===== config.mk =====
export PLATFORM = sky130hd
export DESIGN_NAME = apb_soc_ctrl
export DESIGN_NICKNAME = d
export VERILOG_FILES = /design/src/hdl/soc_ctrl_pkg.sv /design/src/hdl/soc_ctrl_apb_decode.sv /design/src/hdl/soc_ctrl_regs.sv /design/src/hdl/soc_ctrl_watchdog.sv /design/src/hdl/soc_ctrl_rto.sv /design/src/hdl/soc_ctrl_rdata.sv /design/src/hdl/apb_soc_ctrl.sv
export SDC_FILE = /design/constraint.sdc
export NUM_CORES = 1
export LEC_CHECK = 0
export BUFFER_PORTS_ARGS = -buffer_cell sky130_fd_sc_hd__buf_2
export CORE_AREA = 2 2 196 343
export CTS_CLUSTER_DIAMETER = 50
export CTS_CLUSTER_SIZE = 12
export DETAILED_ROUTE_END_ITERATION = 10
export DIE_AREA = 0 0 198 345
export HOLD_SLACK_MARGIN = 0.08
export SYNTH_ARGS = -nofsm -noshare
export SYNTH_HDL_FRONTEND = slang
export SYNTH_SLANG_ARGS = --single-unit
export TNS_END_PERCENT = 10

===== constraint.sdc =====
create_clock -name HCLK -period 3.1 [get_ports HCLK]
set_clock_uncertainty 0.1 [all_clocks]
set_input_delay 0.62 -clock HCLK [delete_from_list [all_inputs] [get_ports HCLK]]
set_output_delay 0.62 -clock HCLK [all_outputs]
set_load 0.005 [all_outputs]

===== src/hdl/soc_ctrl_pkg.sv =====
// Register map of a 4 KB APB slave; N_IO must not exceed 2**PAD_IDX_W or 256 window slots
package soc_ctrl_pkg;

  localparam int ADDR_W      = 12;  // APB address bits
  localparam int N_IO        = 16;  // Pads in the table
  localparam int PAD_IDX_W   = 4;
  localparam int NBIT_PADCFG = 6;
  localparam int NBIT_PADMUX = 2;
  localparam int JTAG_W      = 8;
  localparam int NB_MASTER   = 4;   // Peripheral timeout sources
  localparam int NB_CORES    = 4;
  localparam int NB_CLUSTERS = 0;
  localparam int WD_W        = 31;  // Watchdog counter width
  localparam int RTO_W       = 20;  // Ready timeout counter width

  // Reset and special read values
  localparam logic [31:0]      BOOTADDR_RST  = 32'h1A00_0080;
  localparam logic [RTO_W-1:0] RTO_COUNT_RST = 20'h000FF;
  localparam logic [WD_W-1:0]  WD_COUNT_RST  = 31'd32768;
  localparam logic [15:0]      WD_KICK       = 16'h6699;
  localparam logic [31:0]      PAD_OOR_DATA  = 32'h0095_BEEF;
  localparam logic [31:0]      BAD_READ_DATA = 32'hDEAD_BEEF;

  // Register offsets
  localparam logic [ADDR_W-1:0] OFF_INFO           = 12'h000;
  localparam logic [ADDR_W-1:0] OFF_FCBOOT         = 12'h004;
  localparam logic [ADDR_W-1:0] OFF_FCFETCH        = 12'h008;
  localparam logic [ADDR_W-1:0] OFF_WCFGFUN        = 12'h060;
  localparam logic [ADDR_W-1:0] OFF_RCFGFUN        = 12'h064;
  localparam logic [ADDR_W-1:0] OFF_JTAGREG        = 12'h074;
  localparam logic [ADDR_W-1:0] OFF_WD_COUNT       = 12'h0D0;
  localparam logic [ADDR_W-1:0] OFF_WD_CONTROL     = 12'h0D4;
  localparam logic [ADDR_W-1:0] OFF_RTO_PERIPHERAL = 12'h0E0;
  localparam logic [ADDR_W-1:0] OFF_RTO_COUNT      = 12'h0E4;
  localparam logic [ADDR_W-1:0] OFF_SOFT_RESET     = 12'h0FC;
  localparam logic [ADDR_W-1:0] PAD_WIN_BASE       = 12'h400;  // One word per pad up to 0x7FC

  typedef enum logic [1:0] {
    IDLE,
    ACCESS,
    WAIT
  } apb_state_e;

  typedef enum logic [3:0] {
    REG_INFO,
    REG_FCBOOT,
    REG_FCFETCH,
    REG_WCFGFUN,
    REG_RCFGFUN,
    REG_JTAGREG,
    REG_WD_COUNT,
    REG_WD_CONTROL,
    REG_RTO_PERIPHERAL,
    REG_RTO_COUNT,
    REG_SOFT_RESET,
    REG_PAD_WIN,   // Window slot inside the pad table
    REG_PAD_OOR,   // Window slot beyond N_IO
    REG_NONE
  } reg_e;

endpackage


===== src/hdl/soc_ctrl_apb_decode.sv =====
// Fixed two-edge latency after PENABLE; master must hold PADDR/PWDATA until PREADY is seen
`timescale 1ns/1ps

module soc_ctrl_apb_decode (
  input  logic                               HCLK,
  input  logic                               HRESETn,
  input  logic [soc_ctrl_pkg::ADDR_W-1:0]    paddr_i,
  input  logic [31:0]                        pwdata_i,
  input  logic                               pwrite_i,
  input  logic                               psel_i,
  input  logic                               penable_i,
  output logic                               pready_o,
  output logic                               pslverr_o,
  output soc_ctrl_pkg::reg_e                 reg_id_o,
  output logic [soc_ctrl_pkg::PAD_IDX_W-1:0] pad_idx_o,
  output logic [31:0]                        wdata_o,
  output logic                               wr_stb_o,
  output logic                               rd_stb_o
);
  import soc_ctrl_pkg::*;

  apb_state_e        state_q;
  logic              access_cyc;
  logic              bad_access;
  logic [ADDR_W-5:0] win_word;

  assign win_word  = paddr_i[ADDR_W-3:2];
  assign pad_idx_o = paddr_i[2 +: PAD_IDX_W];
  assign wdata_o   = pwdata_i;

  // Address to register identifier
  always_comb begin
    reg_id_o = REG_NONE;
    case (paddr_i)
      OFF_INFO:           reg_id_o = REG_INFO;
      OFF_FCBOOT:         reg_id_o = REG_FCBOOT;
      OFF_FCFETCH:        reg_id_o = REG_FCFETCH;
      OFF_WCFGFUN:        reg_id_o = REG_WCFGFUN;
      OFF_RCFGFUN:        reg_id_o = REG_RCFGFUN;
      OFF_JTAGREG:        reg_id_o = REG_JTAGREG;
      OFF_WD_COUNT:       reg_id_o = REG_WD_COUNT;
      OFF_WD_CONTROL:     reg_id_o = REG_WD_CONTROL;
      OFF_RTO_PERIPHERAL: reg_id_o = REG_RTO_PERIPHERAL;
      OFF_RTO_COUNT:      reg_id_o = REG_RTO_COUNT;
      OFF_SOFT_RESET:     reg_id_o = REG_SOFT_RESET;
      default: begin
        if (paddr_i[ADDR_W-1 -: 2] == PAD_WIN_BASE[ADDR_W-1 -: 2]) begin
          reg_id_o = (win_word < N_IO) ? REG_PAD_WIN : REG_PAD_OOR;
        end
      end
    endcase
  end

  // Strobe only in the first ACCESS cycle, before PREADY goes out
  assign access_cyc = (state_q == ACCESS) && !pready_o;
  assign wr_stb_o   = access_cyc && pwrite_i;
  assign rd_stb_o   = access_cyc && !pwrite_i;

  // INFO is read only; a write to RTO_PERIPHERAL clears its flags instead
  assign bad_access = (reg_id_o == REG_NONE) || (pwrite_i && reg_id_o == REG_INFO);

  always_ff @(posedge HCLK or negedge HRESETn) begin
    if (!HRESETn) begin
      state_q   <= IDLE;
      pready_o  <= 1'b0;
      pslverr_o <= 1'b0;
    end else begin
      case (state_q)
        IDLE: begin
          if (psel_i && penable_i) state_q <= ACCESS;
        end
        ACCESS: begin
          if (!pready_o) begin
            pready_o  <= 1'b1;        // Response with the register update
            pslverr_o <= bad_access;
          end else begin
            pready_o  <= 1'b0;
            pslverr_o <= 1'b0;
            state_q   <= WAIT;        // Let the master drop PENABLE
          end
        end
        WAIT:    state_q <= IDLE;
        default: state_q <= IDLE;
      endcase
    end
  end

  // Master still holds the access while a strobe acts on it
  a_strobe_held: assert property (@(posedge HCLK) disable iff (!HRESETn)
    (wr_stb_o || rd_stb_o) |-> (psel_i && penable_i));

  a_ready_pulse: assert property (@(posedge HCLK) disable iff (!HRESETn)
    pready_o |=> !pready_o);

endmodule


===== src/hdl/soc_ctrl_regs.sv =====
// Pad table indexed by PAD_IDX_W bits; soc_jtag_reg_i is taken as a slow asynchronous mailbox
`timescale 1ns/1ps

module soc_ctrl_regs (
  input  logic                                 HCLK,
  input  logic                                 HRESETn,
  input  soc_ctrl_pkg::reg_e                   reg_id_i,
  input  logic [soc_ctrl_pkg::PAD_IDX_W-1:0]   pad_idx_i,
  input  logic [31:0]                          wdata_i,
  input  logic                                 wr_stb_i,
  input  logic [soc_ctrl_pkg::JTAG_W-1:0]      soc_jtag_reg_i,
  output logic [soc_ctrl_pkg::N_IO-1:0][soc_ctrl_pkg::NBIT_PADCFG-1:0] pad_cfg_o,
  output logic [soc_ctrl_pkg::N_IO-1:0][soc_ctrl_pkg::NBIT_PADMUX-1:0] pad_mux_o,
  output logic [soc_ctrl_pkg::JTAG_W-1:0]      soc_jtag_reg_o,
  output logic [soc_ctrl_pkg::JTAG_W-1:0]      jtag_sync_o,
  output logic [31:0]                          fc_bootaddr_o,
  output logic                                 fc_fetchen_o,
  output logic [soc_ctrl_pkg::PAD_IDX_W-1:0]   sel_pad_o,
  output logic                                 soft_reset_o
);
  import soc_ctrl_pkg::*;

  logic [JTAG_W-1:0]    jtag_meta_q;  // First synchronizer stage
  logic [PAD_IDX_W-1:0] wr_pad;

  assign wr_pad = wdata_i[PAD_IDX_W-1:0];  // Pad select field of WCFGFUN and RCFGFUN

  always_ff @(posedge HCLK or negedge HRESETn) begin
    if (!HRESETn) begin
      jtag_meta_q    <= '0;
      jtag_sync_o    <= '0;
      soc_jtag_reg_o <= '0;
      fc_bootaddr_o  <= BOOTADDR_RST;
      fc_fetchen_o   <= 1'b1;   // Core fetches right after reset
      sel_pad_o      <= '0;
      pad_cfg_o      <= '1;
      pad_mux_o      <= '0;
      soft_reset_o   <= 1'b0;
    end else begin
      jtag_meta_q  <= soc_jtag_reg_i;
      jtag_sync_o  <= jtag_meta_q;
      soft_reset_o <= 1'b0;
      if (wr_stb_i) begin
        case (reg_id_i)
          REG_FCBOOT:  fc_bootaddr_o <= wdata_i;
          REG_FCFETCH: fc_fetchen_o  <= wdata_i[0];
          REG_WCFGFUN: begin
            sel_pad_o         <= wr_pad;
            pad_cfg_o[wr_pad] <= wdata_i[24 +: NBIT_PADCFG];
            pad_mux_o[wr_pad] <= wdata_i[16 +: NBIT_PADMUX];
          end
          REG_RCFGFUN: sel_pad_o <= wr_pad;  // Select for a later read only
          REG_JTAGREG: soc_jtag_reg_o <= wdata_i[JTAG_W-1:0];
          REG_PAD_WIN: begin
            sel_pad_o            <= pad_idx_i;
            pad_cfg_o[pad_idx_i] <= wdata_i[8 +: NBIT_PADCFG];
            pad_mux_o[pad_idx_i] <= wdata_i[0 +: NBIT_PADMUX];
          end
          REG_SOFT_RESET: begin
            soft_reset_o <= 1'b1;     // One-cycle pulse
            sel_pad_o    <= '0;
            pad_cfg_o    <= '1;
            pad_mux_o    <= '0;
          end
          default: ;
        endcase
      end
    end
  end

endmodule


===== src/hdl/soc_ctrl_watchdog.sv =====
// ref_clk_i is a tick strobe synchronous to HCLK; once enabled only HRESETn stops the watchdog
`timescale 1ns/1ps

module soc_ctrl_watchdog (
  input  logic                          HCLK,
  input  logic                          HRESETn,
  input  soc_ctrl_pkg::reg_e            reg_id_i,
  input  logic [31:0]                   wdata_i,
  input  logic                          wr_stb_i,
  input  logic                          ref_clk_i,
  input  logic                          stoptimer_i,
  output logic                          wd_expired_o,
  output logic                          wd_enabled_o,
  output logic [soc_ctrl_pkg::WD_W-1:0] wd_count_o
);
  import soc_ctrl_pkg::*;

  logic [WD_W-1:0] wd_cur_q;  // Running count
  logic            tick;

  assign tick = wd_enabled_o && ref_clk_i && !stoptimer_i;

  always_ff @(posedge HCLK or negedge HRESETn) begin
    if (!HRESETn) begin
      wd_enabled_o <= 1'b0;
      wd_expired_o <= 1'b0;
      wd_count_o   <= WD_COUNT_RST;
      wd_cur_q     <= WD_COUNT_RST;
    end else begin
      if (tick && wd_cur_q != '0) wd_cur_q <= wd_cur_q - 1'b1;
      if (wd_enabled_o && wd_cur_q == '0) wd_expired_o <= 1'b1;  // Sticky
      if (wr_stb_i) begin
        case (reg_id_i)
          REG_WD_COUNT: begin
            if (!wd_enabled_o) wd_count_o <= wdata_i[WD_W-1:0];  // Locked while running
          end
          REG_WD_CONTROL: begin
            if (wdata_i[0] && !wd_enabled_o) begin
              wd_enabled_o <= 1'b1;
              wd_cur_q     <= wd_count_o;
            end
            if (wd_enabled_o && wdata_i[15:0] == WD_KICK) wd_cur_q <= wd_count_o;
          end
          default: ;
        endcase
      end
    end
  end

  // Running count never exceeds the locked reload value
  a_count_bounded: assert property (@(posedge HCLK) disable iff (!HRESETn)
    wd_enabled_o |-> (wd_cur_q <= wd_count_o));

endmodule


===== src/hdl/soc_ctrl_rto.sv =====
// start_rto_i is synchronous to HCLK; the countdown wraps if held past zero
`timescale 1ns/1ps

module soc_ctrl_rto (
  input  logic                               HCLK,
  input  logic                               HRESETn,
  input  soc_ctrl_pkg::reg_e                 reg_id_i,
  input  logic [31:0]                        wdata_i,
  input  logic                               wr_stb_i,
  input  logic                               start_rto_i,
  input  logic [soc_ctrl_pkg::NB_MASTER-1:0] peripheral_rto_i,
  output logic                               rto_o,
  output logic [soc_ctrl_pkg::RTO_W-1:0]     rto_count_o,
  output logic [soc_ctrl_pkg::NB_MASTER-1:0] periph_rto_o
);
  import soc_ctrl_pkg::*;

  logic [RTO_W-1:0] rto_cnt_q;

  always_ff @(posedge HCLK or negedge HRESETn) begin
    if (!HRESETn) begin
      rto_cnt_q    <= RTO_COUNT_RST;
      rto_count_o  <= RTO_COUNT_RST;
      periph_rto_o <= '0;
      rto_o        <= 1'b0;
    end else begin
      rto_cnt_q    <= start_rto_i ? rto_cnt_q - 1'b1 : rto_count_o;  // Reload when idle
      rto_o        <= (rto_cnt_q == '0);
      periph_rto_o <= periph_rto_o | peripheral_rto_i;
      if (wr_stb_i) begin
        case (reg_id_i)
          REG_RTO_COUNT:      rto_count_o  <= {wdata_i[RTO_W-1:4], 4'hF};
          REG_RTO_PERIPHERAL: periph_rto_o <= '0;  // Write of any value clears
          REG_SOFT_RESET: begin
            rto_count_o  <= RTO_COUNT_RST;
            periph_rto_o <= '0;
          end
          default: ;
        endcase
      end
    end
  end

endmodule


===== src/hdl/soc_ctrl_rdata.sv =====
// PRDATA holds its value between reads; window reads never change the selected pad
`timescale 1ns/1ps

module soc_ctrl_rdata (
  input  logic                               HCLK,
  input  logic                               HRESETn,
  input  soc_ctrl_pkg::reg_e                 reg_id_i,
  input  logic                               rd_stb_i,
  input  logic [soc_ctrl_pkg::PAD_IDX_W-1:0] pad_idx_i,
  input  logic [31:0]                        bootaddr_i,
  input  logic                               fetchen_i,
  input  logic [soc_ctrl_pkg::JTAG_W-1:0]    jtag_out_i,
  input  logic [soc_ctrl_pkg::JTAG_W-1:0]    jtag_in_sync_i,
  input  logic [soc_ctrl_pkg::PAD_IDX_W-1:0] sel_pad_i,
  input  logic [soc_ctrl_pkg::N_IO-1:0][soc_ctrl_pkg::NBIT_PADCFG-1:0] pad_cfg_i,
  input  logic [soc_ctrl_pkg::N_IO-1:0][soc_ctrl_pkg::NBIT_PADMUX-1:0] pad_mux_i,
  input  logic                               wd_enabled_i,
  input  logic [soc_ctrl_pkg::WD_W-1:0]      wd_count_i,
  input  logic [soc_ctrl_pkg::RTO_W-1:0]     rto_count_i,
  input  logic [soc_ctrl_pkg::NB_MASTER-1:0] periph_rto_i,
  output logic [31:0]                        prdata_o
);
  import soc_ctrl_pkg::*;

  logic [NBIT_PADCFG-1:0] sel_cfg;
  logic [NBIT_PADMUX-1:0] sel_mux;
  logic [NBIT_PADCFG-1:0] win_cfg;
  logic [NBIT_PADMUX-1:0] win_mux;
  logic [31:0]            rd_data;

  assign sel_cfg = pad_cfg_i[sel_pad_i];
  assign sel_mux = pad_mux_i[sel_pad_i];
  assign win_cfg = pad_cfg_i[pad_idx_i];
  assign win_mux = pad_mux_i[pad_idx_i];

  always_comb begin
    rd_data = '0;
    case (reg_id_i)
      REG_INFO:    rd_data = {16'(NB_CORES), 16'(NB_CLUSTERS)};
      REG_FCBOOT:  rd_data = bootaddr_i;
      REG_FCFETCH: rd_data = {31'b0, fetchen_i};
      REG_WCFGFUN, REG_RCFGFUN: begin
        rd_data[0 +: PAD_IDX_W]    = sel_pad_i;
        rd_data[16 +: NBIT_PADMUX] = sel_mux;
        rd_data[24 +: NBIT_PADCFG] = sel_cfg;
      end
      REG_JTAGREG:        rd_data = {16'h0, jtag_in_sync_i, jtag_out_i};
      REG_WD_COUNT:       rd_data = {1'b0, wd_count_i};
      REG_WD_CONTROL:     rd_data = {wd_enabled_i, wd_count_i};  // Enable above reload
      REG_RTO_PERIPHERAL: rd_data = {{(32-NB_MASTER){1'b0}}, periph_rto_i};
      REG_RTO_COUNT:      rd_data = {{(32-RTO_W){1'b0}}, rto_count_i};
      REG_PAD_WIN: begin
        rd_data[8 +: NBIT_PADCFG] = win_cfg;
        rd_data[0 +: NBIT_PADMUX] = win_mux;
      end
      REG_PAD_OOR: rd_data = PAD_OOR_DATA;
      REG_NONE:    rd_data = BAD_READ_DATA;
      default:     rd_data = '0;   // SOFT_RESET reads as zero
    endcase
  end

  always_ff @(posedge HCLK or negedge HRESETn) begin
    if (!HRESETn) begin
      prdata_o <= '0;
    end else if (rd_stb_i) begin
      prdata_o <= rd_data;
    end
  end

endmodule


===== src/hdl/apb_soc_ctrl.sv =====
// APB slave with a fixed register map; eFPGA, build info and reset reason registers are absent
`timescale 1ns/1ps

module apb_soc_ctrl (
  input  logic                               HCLK,
  input  logic                               HRESETn,
  input  logic [soc_ctrl_pkg::ADDR_W-1:0]    paddr_i,
  input  logic [31:0]                        pwdata_i,
  input  logic                               pwrite_i,
  input  logic                               psel_i,
  input  logic                               penable_i,
  output logic [31:0]                        prdata_o,
  output logic                               pready_o,
  output logic                               pslverr_o,
  input  logic                               ref_clk_i,
  input  logic                               stoptimer_i,
  output logic                               wd_expired_o,
  output logic [soc_ctrl_pkg::N_IO-1:0][soc_ctrl_pkg::NBIT_PADCFG-1:0] pad_cfg_o,
  output logic [soc_ctrl_pkg::N_IO-1:0][soc_ctrl_pkg::NBIT_PADMUX-1:0] pad_mux_o,
  input  logic [soc_ctrl_pkg::JTAG_W-1:0]    soc_jtag_reg_i,
  output logic [soc_ctrl_pkg::JTAG_W-1:0]    soc_jtag_reg_o,
  output logic [31:0]                        fc_bootaddr_o,
  output logic                               fc_fetchen_o,
  output logic                               rto_o,
  input  logic                               start_rto_i,
  input  logic [soc_ctrl_pkg::NB_MASTER-1:0] peripheral_rto_i,
  output logic                               soft_reset_o
);
  import soc_ctrl_pkg::*;

  reg_e                 reg_id;
  logic [PAD_IDX_W-1:0] pad_idx;
  logic [31:0]          wdata;
  logic                 wr_stb;
  logic                 rd_stb;
  logic [JTAG_W-1:0]    jtag_in_sync;
  logic [PAD_IDX_W-1:0] sel_pad;
  logic                 wd_enabled;
  logic [WD_W-1:0]      wd_count;
  logic [RTO_W-1:0]     rto_count;
  logic [NB_MASTER-1:0] periph_rto;

  soc_ctrl_apb_decode i_decode (
    .HCLK, .HRESETn, .paddr_i, .pwdata_i, .pwrite_i, .psel_i, .penable_i,
    .pready_o, .pslverr_o,
    .reg_id_o (reg_id), .pad_idx_o (pad_idx), .wdata_o (wdata),
    .wr_stb_o (wr_stb), .rd_stb_o  (rd_stb)
  );

  soc_ctrl_regs i_regs (
    .HCLK, .HRESETn,
    .reg_id_i (reg_id), .pad_idx_i (pad_idx), .wdata_i (wdata), .wr_stb_i (wr_stb),
    .soc_jtag_reg_i, .pad_cfg_o, .pad_mux_o, .soc_jtag_reg_o,
    .jtag_sync_o (jtag_in_sync), .fc_bootaddr_o, .fc_fetchen_o,
    .sel_pad_o (sel_pad), .soft_reset_o
  );

  soc_ctrl_watchdog i_watchdog (
    .HCLK, .HRESETn,
    .reg_id_i (reg_id), .wdata_i (wdata), .wr_stb_i (wr_stb),
    .ref_clk_i, .stoptimer_i, .wd_expired_o,
    .wd_enabled_o (wd_enabled), .wd_count_o (wd_count)
  );

  soc_ctrl_rto i_rto (
    .HCLK, .HRESETn,
    .reg_id_i (reg_id), .wdata_i (wdata), .wr_stb_i (wr_stb),
    .start_rto_i, .peripheral_rto_i, .rto_o,
    .rto_count_o (rto_count), .periph_rto_o (periph_rto)
  );

  soc_ctrl_rdata i_rdata (
    .HCLK, .HRESETn,
    .reg_id_i (reg_id), .rd_stb_i (rd_stb), .pad_idx_i (pad_idx),
    .bootaddr_i (fc_bootaddr_o), .fetchen_i (fc_fetchen_o),
    .jtag_out_i (soc_jtag_reg_o), .jtag_in_sync_i (jtag_in_sync),
    .sel_pad_i (sel_pad), .pad_cfg_i (pad_cfg_o), .pad_mux_i (pad_mux_o),
    .wd_enabled_i (wd_enabled), .wd_count_i (wd_count),
    .rto_count_i (rto_count), .periph_rto_i (periph_rto),
    .prdata_o
  );

endmodule


==> metrics.txt <==
number of global-route vias before repair 19013; CTS Buf Count 37; Final Core Density 0.3696; IO Count 270; Int Pwr 7.443 mW; Synth area leaders dfrtp_1 28%, dfstp_2 16%, mux4_2 9.2%; Post-CTS Setup Inserts 0; Post-Syn Instances 1954; PD cells 435.0 nW/µm²; WP data required 3.42 ns; Met1 Wirelength 30.52 mm; Overflow after GRT 0; Netlist cell types 76; Critical Setup Path Class flop to flop; status complete, no violations; WL/cell 27.83 µm; worst r2r dst i_watchdog.wd_cur_q[11]; Nets 2381; Rows 125; max layer used met5; drt drc 0; Avg Cell Area, Syn 9.969 µm²; Hold WC Path Type input pin to flop; Synth Register Bits 331; WP data arrival 3.21 ns; syn nets 2021; Core ar. 65840 µm²; initial antenna violation count 1; fraction of registers with async set/reset 1.000; r2r setup slk 0.22 ns; Pre-antenna DRT Iters 6; post-synth top area share 0.2775; post-route ant nets 0; Post-DP Area 23150 µm²; number of flops mapped to enable cells by yosys 0; leading area contributor after synthesis dfrtp_1; Worst Hold End i_regs.fc_bootaddr_o[31]; sequential share of power 0.457; DR iter-0 viols 1734; Final Hold Viols 0; dpl hpwl 68.73 mm; Achievable Freq 346.8 MHz; most frequent cell after synthesis nand2_1; Starting Density 0.2958; nature of the critical path startpoint flop; Die Ht 345 µm; Die X-Extent 198 µm; Setup-failing EPs final 0; Mapped Area 19480 µm²; CTS tree yes; CTS clock-pin slew for the worst setup and hold paths 0.06 ns; Die ar. 68310 µm²; total power 10.58 mW; GPL Wtd Cong 0.9378; largest net degree at the start of global routing 81; first-pass GRT wire length 129.5 mm; WHS 0.1872 ns; # diodes 0; crit path max fanout 9; Ys Warns 0; Commonest cells post-synth 278 x nand2_1, 216 x dfrtp_1, 161 x a21oi_1; Root Buffer clkbuf_16; fraction of layout cells with a size suffix above 1 0.3450; metal3 WL 6.161 mm; Sw Pwr 3.142 mW; Design Area, Final 24340 µm²; via count 18633; GRT Overall Usage 0.2591; DR vias/cell 5.772; IO buf count 269; combinational power share 0.149; unrepaired setup endpoints after global routing false; Max-cap violations 0; part of the Yosys area used for sequential elements 0.4326; CTS Sinks 331; maximum buffer depth of the clock tree 3; R2R depth 8; Total Wirelength 89.85 mm; Slew @ Worst Pin 1.114 ns; number of fill cells in the layout 6591; WL met2 45.01 mm; final critical-path share of the clock period 0.9303; Slew headroom 0.2515; TNS Setup 0 ns; Crit. End Element flop; clock share of power 0.395; Lkg Pwr 10.45 nW; Final min period 2.884 ns; Max VDD drop 0.2927 mV; hold path depth 2; Clk Latency, worst-skew pair 0.56 ns; Hold Crit Start pwdata_i[31]; H-tree levels 2; area grow syn2layout 24.94%; dominant synthesized flop cell dfrtp_1; beginning of the worst register-to-register path i_watchdog.wd_cur_q[4]; max-slew violations 0; Sw Ratio 0.2968
==> power groups by stage <==
stage	Combinational [mW]	Sequential (mW)	Clock, mW
after detailed placement	1.56	4.90	0
after global placement	1.54	4.89	0
final	1.57	4.83	4.18
after global routing	1.69	4.85	4.41
after CTS	1.58	4.83	4.24
after floorplan	0.726	4.81	0
==> per-stage QoR <==
step                      std cells  worst slack (ns)
after CTS                      3228            0.2218
final                          3228            0.2161
after global placement         3155          -0.02895
after floorplan                1954            0.2039
after detailed placement       3155          -0.03397
after global routing           3228            0.1036
==> cells by family after synthesis <==
group,count (synthesis),share of synthesized area
buffers and inverters,180,0.03950
muxes,222,0.1706
DFF,331,0.4326
AOI/OAI and AO/OA,596,0.2023
and+or+nand+nor,579,0.1337
xor gates and xnor gates,43,0.01933
adders and majority gates,3,0.001927
==> cell type report <==
class | instances | area (µm²) | share of cell area
Clock buffer | 52 | 982.2 | 0.04036
Multi-Input combinational cell | 1443 | 10340 | 0.4250
Clock inverter | 12 | 110.1 | 0.004524
Timing Repair Buffer | 478 | 3273 | 0.1345
Tap cell | 889 | 1112 | 0.04571
Sequential cell | 331 | 8428 | 0.3463
Inverter | 23 | 86.33 | 0.003548
==> cell usage in the layout, fill, tap and decap left out, types with 23 or more instances in the layout <==
cell	count
dfstp_2	115
a22o_1	89
a21oi_1	160
mux2i_1	62
buf_4	174
mux2_2	50
mux4_2	80
clkbuf_16	37
nand3_1	23
inv_1	23
buf_2	268
mux2_1	30
buf_12	26
o21ai_0	111
nor3_1	26
nor2_1	143
o22a_1	45
nand2_1	277
a31oi_1	87
a22oi_1	28
dfrtp_1	215
==> routing by layer <==
metal | vias up | track usage
li1 | 7996 | -
met4 | 2 | 0.1992
met1 | 9344 | 0.2777
met5 | - | 0
met3 | 326 | 0.04189
met2 | 965 | 0.4513
==> critical path, stage by stage (launching register included) <==
cell and delay (ns):
dfrtp_1 0.43, or4_1 0.61, or3_1 0.47, nor4bb_1 0.33
buf_4 0.23, or3_1 0.19, or4_1 0.15, xor2_1 0.15
a21oi_1 0.08
==> how the worst max path moves through the flow <==
stage | slack (ns) | startpoint | to
5_1_grt | 0.10 | i_regs.sel_pad_o[0] | i_rdata.prdata_o[28]
2_1_floorplan | 0.20 | paddr_i[5] | i_watchdog.wd_count_o[10]
6_report | 0.22 | i_watchdog.wd_cur_q[4] | i_watchdog.wd_cur_q[11]
4_1_cts | 0.22 | i_watchdog.wd_cur_q[4] | i_watchdog.wd_cur_q[11]
3_3_place_gp | -0.03 | paddr_i[10] | flop
3_5_place_dp | -0.03 | paddr_i[3] | i_watchdog.wd_count_o[30]
==> repair_timing <==
action                                  in CTS  in global routing
gates resized for setup                      0                  0
endpoints found under the setup margin       0                  0
hold endpoints to repair                    72                  0
hold buffers                                 9                  0
No activity file was read; power rests on OpenSTA's default activity.
